[config.mk]
export PLATFORM = sky130hd
export DESIGN_NAME = commit_stage
export DESIGN_NICKNAME = d
export VERILOG_FILES = /design/src/verilog/commit_pkg.sv /design/src/verilog/mem_rsp_if.sv /design/src/verilog/mem_resp_hold.sv /design/src/verilog/load_align.sv /design/src/verilog/branch_resolve.sv /design/src/verilog/commit_select.sv /design/src/verilog/commit_stage.sv
export SDC_FILE = /design/constraint.sdc
export NUM_CORES = 1
export LEC_CHECK = 0
export ABC_AREA = 1
export BUFFER_PORTS_ARGS = -buffer_cell sky130_fd_sc_hd__buf_2
export CORE_AREA = 3 3 178 180
export CTS_CLUSTER_DIAMETER = 40
export DETAILED_ROUTE_END_ITERATION = 8
export DIE_AREA = 0 0 181 183
export PLACE_DENSITY = 0.44
export SKIP_LAST_GASP = 1
export SLEW_MARGIN = 20
export SYNTH_ARGS = -nofsm -noshare
export SYNTH_HDL_FRONTEND = slang
export SYNTH_SLANG_ARGS = --single-unit
[constraint.sdc]
create_clock -name clk -period 4.8 [get_ports clk]
set_input_delay 0.72 -clock clk [delete_from_list [all_inputs] [get_ports clk]]
set_output_delay 0.72 -clock clk [all_outputs]
set_load 0.02 [all_outputs]
[src/verilog/commit_pkg.sv]
package commit_pkg;

    // one data or address word
    typedef logic [31:0] word_t;

    // architectural register index, r0 is hardwired to zero
    typedef logic [4:0] reg_idx_t;

    // operation carried by each slot into commit
    typedef enum logic [3:0]
    {
        OP_ALU    = 4'd0,
        OP_LB     = 4'd1,
        OP_LBU    = 4'd2,
        OP_LH     = 4'd3,
        OP_LHU    = 4'd4,
        OP_LW     = 4'd5,
        OP_SW     = 4'd6,
        OP_BRANCH = 4'd7,
        OP_JR     = 4'd8
    } commit_op_t;

    // two issue slots, slot 1 is the older one
    localparam int NUM_SLOTS = 2;

    // instruction size in bytes
    localparam word_t PC_STEP = 32'd4;

    // true for every op that reads data memory
    function automatic logic is_load(input commit_op_t op);
        logic res;
        case (op)
            OP_LB, OP_LBU, OP_LH, OP_LHU, OP_LW:
            begin
                res = 1'b1;
            end
            default:
            begin
                res = 1'b0;
            end
        endcase
        return res;
    endfunction

    // loads plus stores
    function automatic logic is_mem(input commit_op_t op);
        logic res;
        res = is_load(op) || (op == OP_SW);
        return res;
    endfunction

endpackage

[src/verilog/mem_rsp_if.sv]
`timescale 1ns/1ps

// merged data memory response, hold side to load formatter
interface mem_rsp_if;
    import commit_pkg::*;

    // live read word when data_ok is high, held copy otherwise
    word_t      rsp_word;
    // memory access has finished for this pair
    logic       rsp_done;
    // byte offset within the word
    logic [1:0] addr_lo;
    // a memory request is outstanding
    logic       mem_en;

    modport hold
    (
        output rsp_word,
        output rsp_done,
        output addr_lo,
        output mem_en
    );

    modport fmt
    (
        input rsp_word,
        input addr_lo,
        input mem_en
    );

endinterface

[src/verilog/mem_resp_hold.sv]
`timescale 1ns/1ps

module mem_resp_hold
(
    input  logic            clk,
    input  logic            arst_n,
    input  logic            stall,
    input  logic            dmem_en,
    input  logic            dmem_data_ok,
    input  commit_pkg::word_t dmem_rd,
    input  logic [1:0]      dmem_addr_lo,
    mem_rsp_if.hold         rsp
);
    import commit_pkg::*;

    // sticky data_ok and the word that came with it
    logic  ok_q;
    word_t word_q;

    // the pulse may arrive in any stalled cycle, so keep it until
    // the pipeline moves on
    always_ff @(posedge clk or negedge arst_n)
    begin
        if (!arst_n)
        begin
            ok_q   <= 1'b0;
            word_q <= '0;
        end
        else if (!stall)
        begin
            ok_q   <= 1'b0;
            word_q <= '0;
        end
        else if (dmem_data_ok)
        begin
            ok_q   <= 1'b1;
            word_q <= dmem_rd;
        end
    end

    // live word wins in the pulse cycle
    assign rsp.rsp_word = dmem_data_ok ? dmem_rd : word_q;

    // nothing to wait for when no request is out
    assign rsp.rsp_done = !dmem_en || dmem_data_ok || ok_q;

    assign rsp.addr_lo = dmem_addr_lo;
    assign rsp.mem_en  = dmem_en;

endmodule

[src/verilog/load_align.sv]
`timescale 1ns/1ps

module load_align
(
    mem_rsp_if.fmt rsp,
    input  commit_pkg::commit_op_t [commit_pkg::NUM_SLOTS-1:0] slot_op,
    output commit_pkg::word_t                                  load_data
);
    import commit_pkg::*;

    commit_op_t  mem_op;
    logic [7:0]  byte_v;
    logic [15:0] half_v;
    word_t       fmt_word;

    // at most one memory op per pair, slot 1 checked first
    assign mem_op = is_mem(slot_op[1]) ? slot_op[1] : slot_op[0];

    // little endian lanes
    assign byte_v = rsp.rsp_word[8*rsp.addr_lo +: 8];
    assign half_v = rsp.addr_lo[1] ? rsp.rsp_word[31:16] : rsp.rsp_word[15:0];

    always_comb
    begin
        case (mem_op)
            OP_LB:
            begin
                fmt_word = {{24{byte_v[7]}}, byte_v};
            end
            OP_LBU:
            begin
                fmt_word = {24'd0, byte_v};
            end
            OP_LH:
            begin
                fmt_word = {{16{half_v[15]}}, half_v};
            end
            OP_LHU:
            begin
                fmt_word = {16'd0, half_v};
            end
            default:
            begin
                fmt_word = rsp.rsp_word;
            end
        endcase
    end

    // no request out means no valid read data
    assign load_data = rsp.mem_en ? fmt_word : '0;

endmodule

[src/verilog/branch_resolve.sv]
`timescale 1ns/1ps

module branch_resolve
(
    input  logic                   valid1,
    input  logic                   br_taken,
    input  logic                   pred_taken,
    input  commit_pkg::commit_op_t op1,
    input  commit_pkg::word_t      pc1,
    input  commit_pkg::word_t      br_target,
    input  commit_pkg::word_t      pred_target,
    input  commit_pkg::word_t      jr_src,
    output logic                   redirect_valid,
    output commit_pkg::word_t      redirect_pc,
    output logic                   bpb_wen,
    output commit_pkg::word_t      bpb_pc,
    output logic                   bpb_taken,
    output commit_pkg::word_t      bpb_target
);
    import commit_pkg::*;

    logic  is_br;
    logic  is_jr;
    logic  br_miss;
    logic  jr_miss;
    word_t fall_pc;

    assign is_br = valid1 && (op1 == OP_BRANCH);
    assign is_jr = valid1 && (op1 == OP_JR);

    // direction only, the target comes from execute
    assign br_miss = is_br && (br_taken != pred_taken);

    // jr also needs the predicted target to match the register value
    assign jr_miss = is_jr && (!pred_taken || (pred_target != jr_src));

    // skip over the delay slot
    assign fall_pc = pc1 + (PC_STEP << 1);

    assign redirect_valid = br_miss || jr_miss;
    assign redirect_pc    = is_jr ? jr_src : (br_taken ? br_target : fall_pc);

    // predictor learns from every resolved branch
    assign bpb_wen    = is_br;
    assign bpb_pc     = pc1;
    assign bpb_taken  = br_taken;
    assign bpb_target = br_target;

endmodule

[src/verilog/commit_select.sv]
`timescale 1ns/1ps

module commit_select
(
    input  logic [commit_pkg::NUM_SLOTS-1:0]                   slot_valid,
    input  logic [commit_pkg::NUM_SLOTS-1:0]                   slot_regwrite,
    input  commit_pkg::commit_op_t [commit_pkg::NUM_SLOTS-1:0] slot_op,
    input  commit_pkg::reg_idx_t [commit_pkg::NUM_SLOTS-1:0]   slot_dest,
    input  commit_pkg::word_t [commit_pkg::NUM_SLOTS-1:0]      slot_result,
    input  commit_pkg::word_t                                  load_data,
    input  logic                                               finish,
    output logic [commit_pkg::NUM_SLOTS-1:0]                   wb_wen,
    output commit_pkg::reg_idx_t [commit_pkg::NUM_SLOTS-1:0]   wb_dest,
    output commit_pkg::word_t [commit_pkg::NUM_SLOTS-1:0]      wb_data
);
    import commit_pkg::*;

    logic [NUM_SLOTS-1:0] slot_load;

    always_comb
    begin
        for (int i = 0; i < NUM_SLOTS; i++)
        begin
            slot_load[i] = is_load(slot_op[i]);

            // the formatted word only goes to the load slot
            wb_data[i] = slot_load[i] ? load_data : slot_result[i];
            wb_dest[i] = slot_dest[i];

            // r0 writes are dropped, loads wait for memory
            wb_wen[i] = slot_valid[i] && slot_regwrite[i]
                        && (slot_dest[i] != '0)
                        && (!slot_load[i] || finish);
        end
    end

endmodule

[src/verilog/commit_stage.sv]
`timescale 1ns/1ps

module commit_stage
(
    input  logic                                               clk,
    input  logic                                               arst_n,
    input  logic                                               stall,
    input  logic [commit_pkg::NUM_SLOTS-1:0]                   slot_valid,
    input  commit_pkg::commit_op_t [commit_pkg::NUM_SLOTS-1:0] slot_op,
    input  commit_pkg::word_t [commit_pkg::NUM_SLOTS-1:0]      slot_pc,
    input  commit_pkg::word_t [commit_pkg::NUM_SLOTS-1:0]      slot_result,
    input  commit_pkg::reg_idx_t [commit_pkg::NUM_SLOTS-1:0]   slot_dest,
    input  logic [commit_pkg::NUM_SLOTS-1:0]                   slot_regwrite,
    input  logic                                               br_taken,
    input  commit_pkg::word_t                                  br_target,
    input  logic                                               pred_taken,
    input  commit_pkg::word_t                                  pred_target,
    input  logic                                               dmem_en,
    input  commit_pkg::word_t                                  dmem_addr,
    input  commit_pkg::word_t                                  dmem_rd,
    input  logic                                               dmem_data_ok,
    output logic                                               finish,
    output logic [commit_pkg::NUM_SLOTS-1:0]                   wb_wen,
    output commit_pkg::reg_idx_t [commit_pkg::NUM_SLOTS-1:0]   wb_dest,
    output commit_pkg::word_t [commit_pkg::NUM_SLOTS-1:0]      wb_data,
    output logic                                               redirect_valid,
    output commit_pkg::word_t                                  redirect_pc,
    output logic                                               bpb_wen,
    output commit_pkg::word_t                                  bpb_pc,
    output logic                                               bpb_taken,
    output commit_pkg::word_t                                  bpb_target
);
    import commit_pkg::*;

    mem_rsp_if rsp();

    word_t load_data;

    mem_resp_hold u_hold
    (
        .clk          (clk),
        .arst_n       (arst_n),
        .stall        (stall),
        .dmem_en      (dmem_en),
        .dmem_data_ok (dmem_data_ok),
        .dmem_rd      (dmem_rd),
        .dmem_addr_lo (dmem_addr[1:0]),
        .rsp          (rsp)
    );

    assign finish = rsp.rsp_done;

    load_align u_align
    (
        .rsp       (rsp),
        .slot_op   (slot_op),
        .load_data (load_data)
    );

    // only slot 1 may carry control flow
    branch_resolve u_branch
    (
        .valid1         (slot_valid[1]),
        .br_taken       (br_taken),
        .pred_taken     (pred_taken),
        .op1            (slot_op[1]),
        .pc1            (slot_pc[1]),
        .br_target      (br_target),
        .pred_target    (pred_target),
        .jr_src         (slot_result[1]),
        .redirect_valid (redirect_valid),
        .redirect_pc    (redirect_pc),
        .bpb_wen        (bpb_wen),
        .bpb_pc         (bpb_pc),
        .bpb_taken      (bpb_taken),
        .bpb_target     (bpb_target)
    );

    commit_select u_select
    (
        .slot_valid    (slot_valid),
        .slot_regwrite (slot_regwrite),
        .slot_op       (slot_op),
        .slot_dest     (slot_dest),
        .slot_result   (slot_result),
        .load_data     (load_data),
        .finish        (finish),
        .wb_wen        (wb_wen),
        .wb_dest       (wb_dest),
        .wb_data       (wb_data)
    );

endmodule

==> results.cfg, run 1 <==
[logic_synthesis]
synth_seq_cells = 33
synthDistinctLibCells = 41
synth_top_area_share = 0.218
synthesis.nets = 1333
synth_compound_area_frac = 0.108
syn_area_per_cell_um2 = 5.52
syn_inst = 1047
seq_area_frac_synth = 0.143
synth_area_leaders = nand2_1 (22%), dfrtp_1 (14%), buf_4 (9.7%)
muxShareOfSynthArea = 0.0104
syn_area_um2 = 5780
synth-xor-area-share = 0.0409
yosys.area_share.simple = 0.495
yosysTopAreaCell = nand2_1
yosys_warnings = 0
synth_top_family_by_area = simple AND/OR/NAND/NOR gates
synthAdderAreaFrac = 0.00217

[routing]
ant_nets = 0
vias_per_cell = 4.53
routed_wl_um = 30900
drt_iter0_drc = 485
route.detailed.drc = 0
routed-via-count = 7868
dr.pass1.iters = 4
post_drt_wl_per_cell_um = 17.8

[critical_path]
worstSetupEndpointType = primary output
critPathBufInv = 5
rrSetupSlack_ns = 3.67
crit_type = input pin to primary output
path_cells = buf_2 > inv_1 > nand3_2 > nand2_1 > nand2_1 > nand2_2 > inv_2 > nand2_4 > nand2_4 > nand2_2 > inv_4 > nand2_4 > nand4_1 > nand2_1 > buf_2
critPathMaxStageDelay_ns = 0.32
cp.required_ns = 4.08
slowest_stage = nand2_4
critPathTopFamily = simple AND/OR/NAND/NOR gates
critPathMaxFanout = 32
cp.arrival_ns = 3.13
cp-start-kind = input pin

[clock_tree]
cts_root_buf = clkbuf_16
postCtsHoldBufs = 0
postCtsResizedCells = 0
cts_sinks = 33
clkTransAtPathRegs_ns = 0.05
cts_max_path_buffers = 2
post_cts_buffers = 0
clock_latency_ns = 0.27
cts_tree = done
cts-htree-levels = 2
cts_buffers = 5

[sta]
drv_slew = 0
tightest_slew_ns = 1.04
hold_violations = 0
grt_setup_unrepaired = no
layout_setup_ws_ns = 0.952
finalClockSkew_ns = 0
setup_tns_ns = 0
relSlewSlack = 0.309
fin_crit_sh = 0.802
setup_violations = 0
timing.fmax_mhz = 260
min_period_ns = 3.85

[status]
status = completed

[placed_design]
gp_congestion = 0.892
numPortBuffers = 398
pre_cts_ws_ns = 0.979
dpl.hpwl_um = 25900

[pwr]
total_leakage_power_nw = 4.47
vdd_ir_drop_max_uv = 122
power_density_nw_per_um2 = 189

[floorplan]
fp.dieH_um = 183
start_util = 0.190
design.core.area_um2 = 30300
ioPinCount = 461
die_x_um = 181
num_rows = 64
die_area_um2 = 33100

[grt]
grt_antenna_before_repair = 0
gr-total-overflow = 0
grt_max_degree = 41
grt_pass1_vias = 7463
track_usage = 0.172
grt_pass1_wl_um = 44300

[cells_and_area]
nNetsFinal = 1626
final_cell_mix = buf_2 (398), nand2_1 (335), nor2_1 (108), inv_1 (90), nand3_1 (70)
layout_commonest_cell = buf_2
drive_gt1_frac = 0.347
n_antenna_cell = 0
syn_to_final_growth_pct = 34.1

[flow_run]
cap_viol_max_count = 0

[worst_hold_path]
hp-class = input pin to async pin
[state kept, by name, indices dropped and copies added (netlist names)]
name           cells
u_hold.ok_q        1
u_hold.word_q     32
[layout make-up]
| cell class | instances | area, µm² |
|---|---|---|
| fill | 3623 | 22600 |
| multi-input combinational | 790 | 3820 |
| timing repair buffer | 415 | 2120 |
| sequential | 33 | 826 |
| tap | 396 | 495 |
| inverter | 95 | 359 |
| clock buffer | 5 | 125 |
| clock inverter | 1 | 5.00 |
[cells by family after synthesis]
family          after synthesis
flops                        33
mux                           6
compound gates              112
buf+inv                     224
xor+xnor                     27
simple gates                644
fa+ha+maj                     1
[synth_stat cells, drive strengths merged]
cell type,number
a22o,1
xnor2,8
o21ai,66
mux2i,6
xor2,19
o31ai,1
clkinv,1
or2,21
and2,1
o211ai,7
nor3b,1
o2111ai,2
nor4,4
dfrtp,33
a21oi,18
clkbuf,33
ha,1
inv,94
o21a,1
nand2,348
a31oi,4
nor3,17
a211oi,2
buf,96
nand3b,3
o22ai,7
nand3,72
nor2,108
a21boi,3
nand4,69
[final timing paths]
| kind | from | to | cells after the start |
|---|---|---|---|
| max | slot_op[7] | wb_data[31] | 15 |
| min | arst_n | u_hold.word_q[29]$_DFF_PN0_ | 1 |
| max reg2reg | u_hold.word_q[20]$_DFF_PN0_ | u_hold.word_q[20]$_DFF_PN0_ | 2 |
| min reg2reg | u_hold.ok_q$_DFFE_PN0P_ | u_hold.ok_q$_DFFE_PN0P_ | 2 |
| max in group asynchronous | arst_n | u_hold.word_q[4]$_DFF_PN0_ | 1 |
| min in group clk | u_hold.ok_q$_DFFE_PN0P_ | u_hold.ok_q$_DFFE_PN0P_ | 2 |
[per-stage QoR]
step | utilization | std cells | hold WS [ns] | instance area [µm²] | total power [mW]
floorplan | - | 1047 | 0.424 | 5780 | 0.848
global placement | 0.251 | 1729 | 0.507 | 7620 | 1.19
detailed placement | 0.251 | 1729 | 0.513 | 7620 | 1.19
CTS | 0.255 | 1735 | 0.521 | 7750 | 1.48
global route | 0.255 | 1735 | 0.559 | 7750 | 1.57
finish | 0.255 | 1735 | 0.516 | 7750 | 1.47
[per-layer routing]
layer  vias to the layer above  share of wire  track usage
li1                       3906              -            -
met1                      3601           0.46        0.243
met2                       349           0.47        0.291
met3                        12          0.071       0.0234
met4                         0         0.0060       0.0171
met5                         -              0            0
[power breakdown]
group / switching (mW) / leakage (nW) / internal [mW]
registers: 0.00362 / 0.434 / 0.295
clock network: 0.103 / 0.0655 / 0.185
logic: 0.599 / 3.97 / 0.281
(Power assumes the default switching activity.)
==> run 2: changes to the inputs <==
--- a/config.mk
+++ b/config.mk
@@ -5,7 +5,7 @@
 export SDC_FILE = /design/constraint.sdc
 export NUM_CORES = 1
 export LEC_CHECK = 0
-export ABC_AREA = 1
+export ABC_AREA = 0
 export BUFFER_PORTS_ARGS = -buffer_cell sky130_fd_sc_hd__buf_2
 export CORE_AREA = 3 3 178 180
 export CTS_CLUSTER_DIAMETER = 40
==> constraint.sdc (replaced) <==
create_clock -name clk -period 3.2 [get_ports clk]
set_input_delay 0.48 -clock clk [delete_from_list [all_inputs] [get_ports clk]]
set_output_delay 0.48 -clock clk [all_outputs]
set_load 0.02 [all_outputs]
==> results.cfg, run 2 <==
[status]
status = completed

[floorplan]
die_area_um2 = 33100
ioPinCount = 461
num_rows = 64
die_x_um = 181
start_util = 0.175
fp.dieH_um = 183
design.core.area_um2 = 30300

[critical_path]
critPathMaxFanout = 7
critPathMaxStageDelay_ns = 0.42
worstSetupEndpointType = primary output
r2r-start = u_hold.word_q[12]$_DFF_PN0_
slowest_stage = a221oi_2
reg2reg_depth = 2
cp-start-kind = input pin
crit_type = input pin to primary output
cp.required_ns = 2.72
rrSetupSlack_ns = 2.23
path_cells = buf_2 > nand2b_2 > o22a_1 > a31oi_4 > mux2i_2 > buf_4 > buf_4 > o22ai_1 > a221oi_2 > o21ai_1 > buf_2
cp.arrival_ns = 2.67
timing.rr.end = u_hold.word_q[12]$_DFF_PN0_

[pwr]
total_leakage_power_nw = 3.79
power_density_nw_per_um2 = 305
switchingPower_mw = 1.03
p_sw_frac = 0.435
pwr-share-clk = 0.233
combPwrFrac = 0.577
internal-power_mw = 1.34
seq_power_share = 0.190
vdd_ir_drop_max_uv = 202

[logic_synthesis]
yosys-top-cells-count = nand2_1 (99), buf_4 (76), mux2i_1 (37)
seq_area_frac_synth = 0.155
yosys_warnings = 0
synth_edf_count = 0
synth_top_family_by_area = compound AO/OA/AOI/OAI gates
synthDistinctLibCells = 56
synth_area_leaders = dfrtp_1 (16%), buf_4 (11%), nand2_1 (7.0%)
synth_compound_area_frac = 0.233
syn_area_um2 = 5320
yosysTopAreaCell = dfrtp_1
synthesis.nets = 977
synthAdderAreaFrac = 0.00235
ys_async_sr_fraction = 1.00
synthMostInstantiatedCell = nand2_1
yosys.area_share.simple = 0.208
syn_area_per_cell_um2 = 7.69
ys.flop_type = dfrtp_1
synth_seq_cells = 33
muxShareOfSynthArea = 0.159
synth-xor-area-share = 0.0906
synth_top_area_share = 0.155
syn_inst = 691

[cells_and_area]
nNetsFinal = 1316
final_cell_mix = buf_2 (398), nand2_1 (99), buf_4 (47), mux2i_1 (37)
reg_top3 = u_hold.word_q: 32 flops, u_hold.ok_q: 1 flops
drive_gt1_frac = 0.500
layout_commonest_cell = buf_2
utilization = 0.255
regMostFlops = u_hold.word_q
n_antenna_cell = 0
fin_cells = 1427
largest_register_ff_count = 32
syn_to_final_growth_pct = 45.9

[sta]
grt_setup_unrepaired = yes
drv_slew = 0
fin_crit_sh = 0.985
timing.fmax_mhz = 317
hold_violations = 0
tightest_slew_ns = 0.782
relSlewSlack = 0.479
min_period_ns = 3.15
setup_tns_ns = 0
layout_setup_ws_ns = 0.0465
finalClockSkew_ns = 0
setup_violations = 0

[placed_design]
pre_cts_ws_ns = -0.0524
dp_cells = 1418
dpl.hpwl_um = 26200
gp_congestion = 0.850
numPortBuffers = 398

[routing]
drt_iter0_drc = 354
dr.pass1.iters = 5
post_drt_wl_per_cell_um = 21.1
route.detailed.drc = 0
routed_wl_um = 30100
ant_nets = 0
vias_per_cell = 4.57
routed-via-count = 6517

[clock_tree]
clkTransAtPathRegs_ns = 0.06
cts_buffers = 5
cts_tree = done
clock_latency_ns = 0.28
cts-htree-levels = 2
cts_sinks = 33
postCtsHoldBufs = 0
cts_max_path_buffers = 2
cts_root_buf = clkbuf_16

[grt]
track_usage = 0.167
grt_pass1_vias = 6316
gr-total-overflow = 0
grt_max_degree = 62
grt_pass1_wl_um = 41800
grt_antenna_before_repair = 2

[flow_run]
cap_viol_max_count = 0

[worst_hold_path]
hp-class = input pin to async pin
run 2: cell count changes after synthesis, sizes merged, moves of 17 or more:
cell / before / now
a22o: 1 / 34
or2: 21 / 1
nand4: 69 / 8
inv: 94 / 9
nand2: 348 / 99
mux2i: 6 / 38
mux2: 0 / 19
nor2: 108 / 29
o31ai: 1 / 18
nand3: 72 / 9
nor2b: 0 / 25
run 2: repair_timing:
item / CTS / global route
buffers inserted: 0 / 1
pin swaps: 0 / 4
resized for setup: 2 / 8
setup endpoints to repair: 3 / 20
run 2: final cells by class:
class                   count  area, µm²
multi-input cells         528       3730
inverters                   9       33.8
clock inverters             3       46.3
well taps                 396        495
fillers                  3423      22600
clock buffers               5        125
repair buffers            453       2500
flip-flops and latches     33        826
run 2: power by group through the flow:
stage | Clock, mW | Combinational, mW | Sequential [mW]
2_1_floorplan | 0 | 0.771 | 0.455
3_3_place_gp | 0 | 1.36 | 0.457
3_5_place_dp | 0 | 1.36 | 0.458
4_1_cts | 0.567 | 1.37 | 0.450
5_1_grt | 0.585 | 1.46 | 0.452
6_report | 0.551 | 1.36 | 0.451
run 2: cells by family after synthesis:
kind of cell / Yosys count
DFF: 33
muxes: 68
and+or+nand+nor: 224
AOI/OAI and AO/OA: 180
xor gates and xnor gates: 55
adders and majority gates: 1
buffers and inverters: 130
run 2: through the flow:
step	power (mW)	area (µm²)	hold WS (ns)
3_5_place_dp	1.82	7520	0.509
4_1_cts	2.38	7710	0.304
2_1_floorplan	1.23	5320	0.184
3_3_place_gp	1.82	7520	0.504
6_report	2.37	7750	0.286
5_1_grt	2.50	7750	0.335
run 2: worst max-delay path, delay by kind of cell:
family	cells	cell delay, ns
muxes	1	0.28
AOI/OAI and AO/OA	5	1.09
buffers and inverters	4	0.61
and+or+nand+nor	1	0.20
run 2: per-layer routing:
metal	wire length, µm	share of wire	track usage
met1	12700	0.42	0.215
met2	15000	0.50	0.300
met3	2050	0.068	0.0276
met4	331	0.011	0.0222
met5	17	0.00056	0
run 2: how the worst max path moves through the flow:
| stage | startpoint | end |
|---|---|---|
| 3_5_place_dp | slot_op[4] | wb_data[32] |
| 5_1_grt | slot_op[7] | wb_data[32] |
| 3_3_place_gp | slot_op[4] | wb_data[32] |
| 6_report | slot_op[7] | wb_data[35] |
| 2_1_floorplan | slot_op[4] | wb_data[45] |
| 4_1_cts | slot_pc[35] | redirect_pc[31] |
